File: src/hw/core_ctrl_pkg.sv
// core sequencing state enum, trace write enable and nop word constants
`default_nettype none

package core_ctrl_pkg;

    typedef enum logic [1:0] {
        st_fetch,
        st_exec,
        st_mem,                       // only for lw and sw
        st_wb
    } core_state_e;

    // trace byte enables for a full register write
    localparam logic [3:0] wb_wen_all = 4'b1111;

    localparam logic [31:0] nop_word = 32'h0000_0000;   // sll r0,r0,0

endpackage

`default_nettype wire

File: src/hw/mips_isa_pkg.sv
// MIPS32 subset encodings: opcode, funct, ALU op and memory op enums, field positions
`default_nettype none

package mips_isa_pkg;

    // major opcode, bits 31:26
    typedef enum logic [5:0] {
        op_special = 6'h00,           // R-type, funct selects
        op_beq     = 6'h04,
        op_addiu   = 6'h09,
        op_lui     = 6'h0f,
        op_lw      = 6'h23,
        op_sw      = 6'h2b
    } opcode_e;

    // R-type function code, bits 5:0
    typedef enum logic [5:0] {
        fn_addu = 6'h21,
        fn_subu = 6'h23,
        fn_and  = 6'h24,
        fn_or   = 6'h25,
        fn_slt  = 6'h2a
    } funct_e;

    typedef enum logic [2:0] {
        alu_add,
        alu_sub,
        alu_and,
        alu_or,
        alu_slt,                      // signed compare
        alu_lui,                      // imm into upper half
        alu_pass                      // operand b straight through
    } alu_op_e;

    typedef enum logic [1:0] {
        mem_none,
        mem_load,
        mem_store
    } mem_op_e;

    // low bit of each instruction field
    localparam int unsigned op_lo  = 26;
    localparam int unsigned rs_lo  = 21;
    localparam int unsigned rt_lo  = 16;
    localparam int unsigned rd_lo  = 11;
    localparam int unsigned fn_lo  = 0;
    localparam int unsigned imm_lo = 0;

endpackage

`default_nettype wire

File: src/hw/exec_unit.sv
// exec_unit: decode, register file, ALU, beq resolution and next PC
`default_nettype none

module exec_unit (
    input  logic                  aclk,
    input  logic                  arst_n,
    input  logic [31:0]           instr,
    input  logic [31:0]           pc,
    input  logic                  wb_we,
    input  logic [4:0]            wb_dst,
    input  logic [31:0]           wb_data,
    output logic [31:0]           alu_result,
    output logic [31:0]           store_data,
    output mips_isa_pkg::mem_op_e mem_op,
    output logic                  rf_we,
    output logic [4:0]            rf_dst,
    output logic [31:0]           next_pc
);

    mips_isa_pkg::opcode_e opcode;
    mips_isa_pkg::funct_e  funct;
    mips_isa_pkg::alu_op_e alu_op;
    logic [4:0]            rs;
    logic [4:0]            rt;
    logic [4:0]            rd;
    logic [31:0]           sext_imm;
    logic                  use_imm;
    logic                  is_beq;
    logic [31:0]           rs_val;
    logic [31:0]           rt_val;
    logic [31:0]           opb;
    logic [31:0]           pc_plus4;
    logic [31:0]           regs [1:31];             // r0 has no storage

    assign opcode   = mips_isa_pkg::opcode_e'(instr[mips_isa_pkg::op_lo +: 6]);
    assign funct    = mips_isa_pkg::funct_e'(instr[mips_isa_pkg::fn_lo +: 6]);
    assign rs       = instr[mips_isa_pkg::rs_lo +: 5];
    assign rt       = instr[mips_isa_pkg::rt_lo +: 5];
    assign rd       = instr[mips_isa_pkg::rd_lo +: 5];
    assign sext_imm = {{16{instr[mips_isa_pkg::imm_lo + 15]}}, instr[mips_isa_pkg::imm_lo +: 16]};

    always_comb begin
        alu_op  = mips_isa_pkg::alu_pass;
        mem_op  = mips_isa_pkg::mem_none;
        rf_we   = 1'b0;
        rf_dst  = rt;                               // I-type target by default
        use_imm = 1'b1;
        is_beq  = 1'b0;
        case (opcode)
            mips_isa_pkg::op_special: begin
                use_imm = 1'b0;
                rf_dst  = rd;
                rf_we   = 1'b1;
                case (funct)
                    mips_isa_pkg::fn_addu: alu_op = mips_isa_pkg::alu_add;
                    mips_isa_pkg::fn_subu: alu_op = mips_isa_pkg::alu_sub;
                    mips_isa_pkg::fn_and:  alu_op = mips_isa_pkg::alu_and;
                    mips_isa_pkg::fn_or:   alu_op = mips_isa_pkg::alu_or;
                    mips_isa_pkg::fn_slt:  alu_op = mips_isa_pkg::alu_slt;
                    default:               rf_we  = 1'b0;   // unknown funct is a no-op
                endcase
            end
            mips_isa_pkg::op_addiu: begin
                alu_op = mips_isa_pkg::alu_add;
                rf_we  = 1'b1;
            end
            mips_isa_pkg::op_lui: begin
                alu_op = mips_isa_pkg::alu_lui;
                rf_we  = 1'b1;
            end
            mips_isa_pkg::op_lw: begin
                alu_op = mips_isa_pkg::alu_add;     // base + offset
                mem_op = mips_isa_pkg::mem_load;
                rf_we  = 1'b1;
            end
            mips_isa_pkg::op_sw: begin
                alu_op = mips_isa_pkg::alu_add;
                mem_op = mips_isa_pkg::mem_store;
            end
            mips_isa_pkg::op_beq: begin
                use_imm = 1'b0;
                is_beq  = 1'b1;
            end
            default: ;                              // unknown opcode, pc+4 only
        endcase
    end

    // asynchronous read ports
    assign rs_val = (rs == 5'd0) ? 32'h0 : regs[rs];
    assign rt_val = (rt == 5'd0) ? 32'h0 : regs[rt];

    always_ff @(posedge aclk) begin
        if (wb_we && wb_dst != 5'd0) begin
            regs[wb_dst] <= wb_data;
        end
    end

    assign opb        = use_imm ? sext_imm : rt_val;
    assign store_data = rt_val;

    always_comb begin
        case (alu_op)
            mips_isa_pkg::alu_add:  alu_result = rs_val + opb;
            mips_isa_pkg::alu_sub:  alu_result = rs_val - opb;
            mips_isa_pkg::alu_and:  alu_result = rs_val & opb;
            mips_isa_pkg::alu_or:   alu_result = rs_val | opb;
            mips_isa_pkg::alu_slt:  alu_result = {31'h0, $signed(rs_val) < $signed(opb)};
            mips_isa_pkg::alu_lui:  alu_result = {opb[15:0], 16'h0000};
            default:                alu_result = opb;
        endcase
    end

    // no delay slot, target is relative to pc+4
    assign pc_plus4 = pc + 32'd4;
    assign next_pc  = (is_beq && rs_val == rt_val) ? pc_plus4 + {sext_imm[29:0], 2'b00}
                                                   : pc_plus4;

    // write-back side drops r0 targets before they reach the port
    assert property (@(posedge aclk) disable iff (!arst_n) wb_we |-> wb_dst != 5'd0);

endmodule

`default_nettype wire

File: src/hw/fetch_unit.sv
// fetch_unit: program counter, instruction request strobe and instruction latch
`default_nettype none

module fetch_unit #(
    parameter logic [31:0] reset_pc = 32'h0000_0000
) (
    input  logic        aclk,
    input  logic        arst_n,
    input  logic        fetch_start,
    input  logic        pc_load,
    input  logic [31:0] next_pc,
    input  logic        imem_ok,
    input  logic [31:0] imem_rdata,
    output logic        imem_req,
    output logic [31:0] imem_addr,
    output logic        fetch_done,
    output logic [31:0] instr,
    output logic [31:0] pc
);

    logic waiting;                                  // request out, word not back yet

    assign imem_addr  = pc;
    assign fetch_done = imem_ok && waiting;

    always_ff @(posedge aclk or negedge arst_n) begin
        if (!arst_n) begin
            imem_req <= 1'b0;
            waiting  <= 1'b0;
        end else begin
            imem_req <= fetch_start;                // one cycle after the strobe
            if (imem_req) begin
                waiting <= 1'b1;
            end else if (imem_ok) begin
                waiting <= 1'b0;
            end
        end
    end

    always_ff @(posedge aclk or negedge arst_n) begin
        if (!arst_n) begin
            pc    <= reset_pc;
            instr <= core_ctrl_pkg::nop_word;
        end else begin
            if (pc_load) begin
                pc <= next_pc;                      // end of the wb step
            end
            if (fetch_done) begin
                instr <= imem_rdata;
            end
        end
    end

    // the sequencer must not start a second fetch while one is pending
    assert property (@(posedge aclk) disable iff (!arst_n) imem_req |-> !waiting);

    assert property (@(posedge aclk) disable iff (!arst_n) pc[1:0] == 2'b00);

endmodule

`default_nettype wire

File: src/hw/mem_wb_unit.sv
// mem_wb_unit: data memory strobes, load latch, write-back select and debug trace
`default_nettype none

module mem_wb_unit (
    input  logic                  aclk,
    input  logic                  arst_n,
    input  logic                  mem_start,
    input  logic                  wb_step,
    input  mips_isa_pkg::mem_op_e mem_op,
    input  logic [31:0]           alu_result,
    input  logic [31:0]           store_data,
    input  logic                  rf_we,
    input  logic [4:0]            rf_dst,
    input  logic [31:0]           pc,
    input  logic                  dmem_ok,
    input  logic [31:0]           dmem_rdata,
    output logic                  dmem_req,
    output logic                  dmem_we,
    output logic [31:0]           dmem_addr,
    output logic [31:0]           dmem_wdata,
    output logic                  access_done,
    output logic                  wb_we,
    output logic [4:0]            wb_dst,
    output logic [31:0]           wb_data,
    output logic [31:0]           debug_wb_pc,
    output logic [31:0]           debug_wb_rf_wdata,
    output logic [3:0]            debug_wb_rf_wen,
    output logic [4:0]            debug_wb_rf_wnum
);

    logic        pending;                           // waiting for dmem_ok
    logic [31:0] load_data;

    always_ff @(posedge aclk or negedge arst_n) begin
        if (!arst_n) begin
            dmem_req <= 1'b0;
            dmem_we  <= 1'b0;
            pending  <= 1'b0;
        end else begin
            dmem_req <= mem_start;                  // first mem cycle
            if (mem_start) begin
                dmem_we <= (mem_op == mips_isa_pkg::mem_store);
                pending <= 1'b1;
            end else if (access_done) begin
                pending <= 1'b0;
            end
        end
    end

    always_ff @(posedge aclk) begin
        if (mem_start) begin
            dmem_addr  <= alu_result;
            dmem_wdata <= store_data;
        end
        if (access_done) begin
            load_data <= dmem_rdata;                // stores ignore it
        end
    end

    assign access_done = dmem_ok && pending;

    // r0 writes vanish here, so no trace pulse either
    assign wb_we   = wb_step && rf_we && (rf_dst != 5'd0);
    assign wb_dst  = rf_dst;
    assign wb_data = (mem_op == mips_isa_pkg::mem_load) ? load_data : alu_result;

    assign debug_wb_pc       = pc;
    assign debug_wb_rf_wdata = wb_data;
    assign debug_wb_rf_wen   = wb_we ? core_ctrl_pkg::wb_wen_all : 4'b0000;
    assign debug_wb_rf_wnum  = wb_dst;

    assert property (@(posedge aclk) disable iff (!arst_n)
        dmem_req |-> mem_op != mips_isa_pkg::mem_none);

    // no sub-word accesses in this subset
    assert property (@(posedge aclk) disable iff (!arst_n) dmem_req |-> dmem_addr[1:0] == 2'b00);

endmodule

`default_nettype wire

File: src/hw/mini_cpu_top.sv
// mini_cpu_top: sequencing FSM and fetch, exec and mem/wb unit instances
`default_nettype none

module mini_cpu_top #(
    parameter logic [31:0] reset_pc = 32'h0000_0000
) (
    input  logic        aclk,
    input  logic        arst_n,
    output logic        imem_req,
    output logic [31:0] imem_addr,
    input  logic        imem_ok,
    input  logic [31:0] imem_rdata,
    output logic        dmem_req,
    output logic        dmem_we,
    output logic [31:0] dmem_addr,
    output logic [31:0] dmem_wdata,
    input  logic        dmem_ok,
    input  logic [31:0] dmem_rdata,
    output logic [31:0] debug_wb_pc,
    output logic [31:0] debug_wb_rf_wdata,
    output logic [3:0]  debug_wb_rf_wen,
    output logic [4:0]  debug_wb_rf_wnum
);

    core_ctrl_pkg::core_state_e state;
    core_ctrl_pkg::core_state_e state_next;
    mips_isa_pkg::mem_op_e      mem_op;

    logic        fetch_start;
    logic        fetch_done;
    logic        exec_step;
    logic        mem_start;
    logic        wb_step;
    logic        access_done;
    logic [31:0] instr;
    logic [31:0] pc;
    logic [31:0] next_pc;
    logic [31:0] alu_result;
    logic [31:0] store_data;
    logic        rf_we;
    logic [4:0]  rf_dst;
    logic        wb_we;
    logic [4:0]  wb_dst;
    logic [31:0] wb_data;

    assign exec_step = (state == core_ctrl_pkg::st_exec);
    assign wb_step   = (state == core_ctrl_pkg::st_wb);
    assign mem_start = exec_step && (mem_op != mips_isa_pkg::mem_none);

    always_comb begin
        state_next = state;
        case (state)
            core_ctrl_pkg::st_fetch: if (fetch_done)  state_next = core_ctrl_pkg::st_exec;
            core_ctrl_pkg::st_exec:  state_next = mem_start ? core_ctrl_pkg::st_mem
                                                            : core_ctrl_pkg::st_wb;
            core_ctrl_pkg::st_mem:   if (access_done) state_next = core_ctrl_pkg::st_wb;
            default:                 state_next = core_ctrl_pkg::st_fetch;
        endcase
    end

    always_ff @(posedge aclk or negedge arst_n) begin
        if (!arst_n) begin
            state       <= core_ctrl_pkg::st_fetch;
            fetch_start <= 1'b1;                    // first request right after reset
        end else begin
            state       <= state_next;
            fetch_start <= wb_step;                 // first cycle of each fetch
        end
    end

    fetch_unit #(
        .reset_pc    (reset_pc)
    ) u_fetch (
        .aclk        (aclk),
        .arst_n      (arst_n),
        .fetch_start (fetch_start),
        .pc_load     (wb_step),
        .next_pc     (next_pc),
        .imem_ok     (imem_ok),
        .imem_rdata  (imem_rdata),
        .imem_req    (imem_req),
        .imem_addr   (imem_addr),
        .fetch_done  (fetch_done),
        .instr       (instr),
        .pc          (pc)
    );

    exec_unit u_exec (
        .aclk        (aclk),
        .arst_n      (arst_n),
        .instr       (instr),
        .pc          (pc),
        .wb_we       (wb_we),
        .wb_dst      (wb_dst),
        .wb_data     (wb_data),
        .alu_result  (alu_result),
        .store_data  (store_data),
        .mem_op      (mem_op),
        .rf_we       (rf_we),
        .rf_dst      (rf_dst),
        .next_pc     (next_pc)
    );

    mem_wb_unit u_mem_wb (
        .aclk              (aclk),
        .arst_n            (arst_n),
        .mem_start         (mem_start),
        .wb_step           (wb_step),
        .mem_op            (mem_op),
        .alu_result        (alu_result),
        .store_data        (store_data),
        .rf_we             (rf_we),
        .rf_dst            (rf_dst),
        .pc                (pc),
        .dmem_ok           (dmem_ok),
        .dmem_rdata        (dmem_rdata),
        .dmem_req          (dmem_req),
        .dmem_we           (dmem_we),
        .dmem_addr         (dmem_addr),
        .dmem_wdata        (dmem_wdata),
        .access_done       (access_done),
        .wb_we             (wb_we),
        .wb_dst            (wb_dst),
        .wb_data           (wb_data),
        .debug_wb_pc       (debug_wb_pc),
        .debug_wb_rf_wdata (debug_wb_rf_wdata),
        .debug_wb_rf_wen   (debug_wb_rf_wen),
        .debug_wb_rf_wnum  (debug_wb_rf_wnum)
    );

endmodule

`default_nettype wire

File: config.mk
export PLATFORM = sky130hd
export DESIGN_NAME = mini_cpu_top
export DESIGN_NICKNAME = d
export VERILOG_FILES = /design/src/hw/core_ctrl_pkg.sv /design/src/hw/mips_isa_pkg.sv /design/src/hw/exec_unit.sv /design/src/hw/fetch_unit.sv /design/src/hw/mem_wb_unit.sv /design/src/hw/mini_cpu_top.sv
export SDC_FILE = /design/constraint.sdc
export NUM_CORES = 2
export LEC_CHECK = 0
export BUFFER_PORTS_ARGS = -buffer_cell sky130_fd_sc_hd__buf_4
export CAP_MARGIN = 15
export CORE_MARGIN = 2
export CORE_UTILIZATION = 55
export CTS_CLUSTER_SIZE = 30
export DETAILED_ROUTE_END_ITERATION = 8
export GPL_ROUTABILITY_DRIVEN = 0
export PLACE_DENSITY = 0.73
export SYNTH_ARGS = -nofsm -noshare
export SYNTH_HDL_FRONTEND = slang
export SYNTH_HIERARCHICAL = 1
export SYNTH_SLANG_ARGS = --single-unit
File: constraint.sdc
create_clock -name aclk -period 8.37 [get_ports aclk]
set_clock_uncertainty 0.15 [all_clocks]
set_input_delay 0.837 -clock aclk [delete_from_list [all_inputs] [get_ports aclk]]
set_output_delay 0.837 -clock aclk [all_outputs]
set_load 0.1 [all_outputs]
==> impl_metrics.prom <==
# TYPE chip_impl_metric gauge
chip_impl_metric{name="cellPowerDensity",unit="nW/um^2"} 168.3
chip_impl_metric{name="switching_power",unit="mW"} 2.321
chip_impl_metric{name="power.ir.vdd_worst",unit="uV"} 189.8
chip_impl_info{name="violations_in_the_final_reports",value="design-rule violations"} 1
chip_impl_metric{name="synth_top_cell_area_share",unit="%"} 52.66
chip_impl_metric{name="avgSynthCellArea",unit="um^2"} 15.01
chip_impl_info{name="root_buffer",value="sky130_fd_sc_hd__clkbuf_16"} 1
chip_impl_metric{name="vias",unit=""} 42370
chip_impl_metric{name="vias_per_cell",unit=""} 7.147
chip_impl_metric{name="clock_sink_total",unit=""} 1160
chip_impl_metric{name="synth-edff-count",unit=""} 1088
chip_impl_metric{name="dp_hpwl",unit="mm"} 127.6
chip_impl_info{name="setup.worst_path.end_class",value="primary output"} 1
chip_impl_metric{name="worst_setup_hold_path_clk_slew",unit="ns"} 0.06
chip_impl_metric{name="layout.nets",unit=""} 4526
chip_impl_metric{name="clock_tree.buffer_depth",unit=""} 3
chip_impl_info{name="status",value="complete, but fails checks"} 1
chip_impl_metric{name="place_worst_setup_slack",unit="ns"} 0.5297
chip_impl_metric{name="use_met1",unit="%"} 45.03
chip_impl_metric{name="cell_internal_pwr",unit="mW"} 9.380
chip_impl_metric{name="critical_path_arrival",unit="ns"} 7.31
chip_impl_info{name="worstHoldPathType",value="in -> async"} 1
chip_impl_info{name="yosys.area.top_type",value="sky130_fd_sc_hd__edfxtp_1"} 1
chip_impl_metric{name="leakagePower",unit="nW"} 20.48
chip_impl_metric{name="detail_route.first_pass.iterations",unit=""} 9
chip_impl_metric{name="cts_hold_buf",unit=""} 0
chip_impl_metric{name="first_global_vias",unit=""} 40300
chip_impl_metric{name="vertical_extent_of_the_die",unit="um"} 339.9
chip_impl_info{name="global_route.peak_usage_layer",value="met2"} 1
chip_impl_metric{name="cts_htree_levels",unit=""} 3
chip_impl_info{name="tritoncts",value="done"} 1
chip_impl_metric{name="share_seq_of_total_power",unit="%"} 53.4
chip_impl_info{name="worstSetupPathType",value="reg -> out"} 1
chip_impl_metric{name="pwr-share-clk",unit="%"} 46.3
chip_impl_metric{name="post-route-min-period",unit="ns"} 8.297
chip_impl_metric{name="postLayoutCoreUtil",unit="%"} 61.99
chip_impl_metric{name="groute.layer.met3.usage",unit="%"} 8.981
chip_impl_metric{name="post-route-period-util",unit="%"} 99.13
chip_impl_metric{name="detailed_place.area",unit="um^2"} 65300
chip_impl_metric{name="synth_fp_nets",unit=""} 4334
chip_impl_metric{name="max_cap_check_violation_count",unit=""} 0
chip_impl_metric{name="setup_violations",unit=""} 0
chip_impl_metric{name="drt.antenna.violating_nets",unit=""} 0
chip_impl_info{name="cell_types_with_the_largest_area_share_after_synthesis",value="sky130_fd_sc_hd__edfxtp_1 53%, sky130_fd_sc_hd__mux4_2 14%, sky130_fd_sc_hd__mux2i_1 3.9%"} 1
chip_impl_metric{name="grt_first_pass_wirelength",unit="mm"} 284.7
chip_impl_info{name="critPathLaunchType",value="register"} 1
chip_impl_metric{name="critical_path_peak_fanout",unit=""} 24
chip_impl_metric{name="total_die_area",unit="um^2"} 115500
chip_impl_metric{name="async_reset_ff_share",unit="%"} 6.207
chip_impl_metric{name="antenna_violations_before_repair",unit=""} 6
chip_impl_metric{name="initial_utilization",unit="%"} 55.30
chip_impl_metric{name="routedWlPerCell",unit="um"} 34.11
chip_impl_metric{name="yosys_register_bits",unit=""} 1160
chip_impl_metric{name="synth-seq-area-share",unit="%"} 55.56
chip_impl_metric{name="grt_start_max_net_pins",unit=""} 73
chip_impl_metric{name="drc_errors",unit=""} 1
chip_impl_metric{name="syn_area",unit="um^2"} 62050
chip_impl_metric{name="switching_part_of_the_total",unit="%"} 19.84
chip_impl_metric{name="final-max-slew-violation-count",unit=""} 0
chip_impl_metric{name="post_synth_inst_count",unit=""} 4133
chip_impl_metric{name="count_of_buffers_inserted_at_the_top_level_ports",unit=""} 239
chip_impl_metric{name="setup_slack",unit="ns"} 0.07267
chip_impl_metric{name="worst-slew-pin-transition",unit="ns"} 1.220
chip_impl_metric{name="globalRouteMet2Util",unit="%"} 51.96
chip_impl_metric{name="num-fill-cells",unit=""} 8012
chip_impl_metric{name="final_layout_size_suffix_gt1_share",unit="%"} 29.28
chip_impl_info{name="postSynth.topFlopCell",value="sky130_fd_sc_hd__edfxtp_1"} 1
chip_impl_metric{name="synthesis.yosys.warnings",unit=""} 6
chip_impl_metric{name="clock_insertion_delay_worst_skew",unit="ns"} 0.74
chip_impl_metric{name="cp.required",unit="ns"} 7.38
chip_impl_metric{name="max_clock_freq",unit="MHz"} 120.5
chip_impl_metric{name="die_width",unit="um"} 339.9
chip_impl_metric{name="grt_overflow",unit=""} 0
chip_impl_metric{name="drt_first_iter_violations",unit=""} 6719
chip_impl_metric{name="numCtsBuffers",unit=""} 115
chip_impl_metric{name="fp.coreArea",unit="um^2"} 112200
chip_impl_metric{name="synthDistinctLibCells",unit=""} 94
chip_impl_metric{name="area_growth_syn_to_layout",unit="%"} 12.09
chip_impl_metric{name="timing.max_slew.rel_slack",unit="%"} 18.38
chip_impl_metric{name="io-pin-count",unit=""} 240
chip_impl_metric{name="report.final.hold_viol_count",unit=""} 0
chip_impl_metric{name="track_usage",unit="%"} 34.20
chip_impl_metric{name="design_area",unit="um^2"} 69550
chip_impl_metric{name="floorplan.rows",unit=""} 123
chip_impl_metric{name="combPwrFrac",unit="%"} 0.3
chip_impl_metric{name="total_power",unit="mW"} 11.70
chip_impl_metric{name="routed_wl",unit="mm"} 202.2
[path summary, 6_finish.rpt]
kind / from / endpoint / slack (ns) / depth (start not counted)
worst max register to register: u_fetch/instr[19] / u_exec/regs[14][30] / 1.37 / 18
worst min-delay path: arst_n / u_fetch/imem_addr[24] / 0.13 / 1
max in group asynchronous: arst_n / u_fetch/instr[19] / 7.10 / 1
worst min register to register: fetch_start / u_fetch/imem_req / 0.24 / 0
worst max-delay path: u_fetch/instr[19] / debug_wb_rf_wdata[18] / 0.07 / 18
min in group aclk: dmem_rdata[18] / u_mem_wb/load_data[18] / 0.13 / 1
[cell families after synthesis]
kind of cell | Yosys count | share of synthesized area (%)
flops | 1160 | 55.56
mux | 831 | 22.36
compound gates | 774 | 8.334
simple gates | 634 | 4.858
buf+inv | 493 | 4.644
fa+ha+maj | 133 | 2.718
xor+xnor | 108 | 1.525
[Yosys cell counts, types with 27 or more instances]
library cell / number
sky130_fd_sc_hd__clkbuf_1: 116
sky130_fd_sc_hd__nor3_1: 52
sky130_fd_sc_hd__a22oi_1: 42
sky130_fd_sc_hd__dfrtp_1: 71
sky130_fd_sc_hd__mux4_2: 382
sky130_fd_sc_hd__inv_1: 116
sky130_fd_sc_hd__nand2_1: 156
sky130_fd_sc_hd__a21oi_1: 200
sky130_fd_sc_hd__edfxtp_1: 1088
sky130_fd_sc_hd__a31oi_1: 30
sky130_fd_sc_hd__xor2_1: 39
sky130_fd_sc_hd__nor2b_1: 34
sky130_fd_sc_hd__a21o_1: 27
sky130_fd_sc_hd__o21ai_0: 126
sky130_fd_sc_hd__a221oi_1: 58
sky130_fd_sc_hd__ha_1: 130
sky130_fd_sc_hd__buf_4: 146
sky130_fd_sc_hd__buf_6: 31
sky130_fd_sc_hd__mux2_2: 103
sky130_fd_sc_hd__nor2_1: 205
sky130_fd_sc_hd__mux2i_1: 243
sky130_fd_sc_hd__buf_2: 55
sky130_fd_sc_hd__mux2_4: 82
sky130_fd_sc_hd__o221ai_1: 55
sky130_fd_sc_hd__a211oi_1: 46
sky130_fd_sc_hd__xnor2_1: 69
sky130_fd_sc_hd__nand3_1: 47
[per-stage QoR]
| step | cells | hold slack [ns] | setup TNS [ns] |
|---|---|---|---|
| 6_report | 5928 | 0.1263 | 0 |
| 5_1_grt | 5927 | 0.1146 | -0.05662 |
| 4_1_cts | 5916 | 0.08945 | 0 |
| 3_5_place_dp | 5691 | 0.2334 | 0 |
| 3_3_place_gp | 5691 | 0.2301 | 0 |
| 2_1_floorplan | 4133 | 0.2293 | 0 |
[routing by layer]
metal	vias to the layer above	part of all wire, %	wire, um
li1	16840	-	-
met1	21220	35	70430
met2	3539	45	90490
met3	758	14	27670
met4	6	6.7	13560
met5	-	0.022	44
[power groups by stage]
stage / combinational, mW / clock [mW] / sequential (mW)
floorplan: 0.000567 / 0 / 6.37
global placement: 0.0359 / 0 / 6.37
detailed placement: 0.0358 / 0 / 6.37
CTS: 0.0362 / 5.45 / 6.25
global route: 0.0384 / 5.66 / 6.25
finish: 0.0358 / 5.42 / 6.25
[state kept, by name, summed over array words and instances (netlist names)]
signal and cells:
u_exec/regs 992, u_fetch/imem_addr 32, u_fetch/instr 32, u_mem_wb/dmem_addr 32, u_mem_wb/dmem_wdata 32, u_mem_wb/load_data 32
state 2, fetch_start 1, u_fetch/imem_req 1, u_fetch/waiting 1, u_mem_wb/dmem_req 1, u_mem_wb/dmem_we 1
u_mem_wb/pending 1
[timing repair]
action / in CTS / in global routing
pin swaps: 1 / 2
setup endpoints to repair: 8 / 18
resized for setup: 7 / 14
buffers inserted: 6 / 9
cloned: 1 / 1
[critical path, cell delays in order (launching register included)]
cell and delay (ns):
sky130_fd_sc_hd__dfrtp_4 0.74, sky130_fd_sc_hd__buf_4 0.34, sky130_fd_sc_hd__nor2b_1 0.59, sky130_fd_sc_hd__a22o_1 0.28
sky130_fd_sc_hd__a211oi_1 0.11, sky130_fd_sc_hd__a211oi_1 0.81, sky130_fd_sc_hd__nor2_2 0.26, sky130_fd_sc_hd__ha_1 0.42
sky130_fd_sc_hd__nor2_1 0.19, sky130_fd_sc_hd__a21oi_1 0.10, sky130_fd_sc_hd__a31o_2 0.26, sky130_fd_sc_hd__o221ai_1 0.47
sky130_fd_sc_hd__a21oi_1 0.20, sky130_fd_sc_hd__a211oi_1 0.54, sky130_fd_sc_hd__nor2_1 0.11, sky130_fd_sc_hd__xnor2_1 0.16
sky130_fd_sc_hd__o21ai_2 0.42, sky130_fd_sc_hd__mux2_4 0.27, sky130_fd_sc_hd__buf_4 0.29
[layout make-up]
| cell class | instances | area [um^2] | area share [%] |
|---|---|---|---|
| Multi-Input combinational cell | 2482 | 25080 | 36.06 |
| Sequential cell | 1160 | 34510 | 49.62 |
| Clock buffer | 131 | 2959 | 4.255 |
| Inverter | 118 | 442.9 | 0.6369 |
| Clock inverter | 87 | 1003 | 1.443 |
| Antenna cell | 2 | 5.005 | 0.007196 |
| Tap cell | 1500 | 1877 | 2.699 |
| Timing Repair Buffer | 448 | 3671 | 5.278 |
[cell usage in the layout, fill, tap and decap left out, drive strengths merged, types with 46 or more instances in the layout]
master | Yosys | routed
mux4 | 396 | 396
nor2 | 205 | 205
mux2i | 243 | 243
buf | 259 | 448
edfxtp | 1088 | 1088
clkinv | 0 | 50
ha | 130 | 130
o221ai | 55 | 55
a221oi | 58 | 58
clkbuf | 116 | 131
nand3 | 47 | 47
inv | 118 | 123
a21oi | 201 | 201
dfrtp | 71 | 71
mux2 | 192 | 194
a211oi | 46 | 46
nand2 | 157 | 157
xnor2 | 69 | 69
nor3 | 52 | 52
o21ai | 143 | 143
Power figures use the tool's default switching activity.
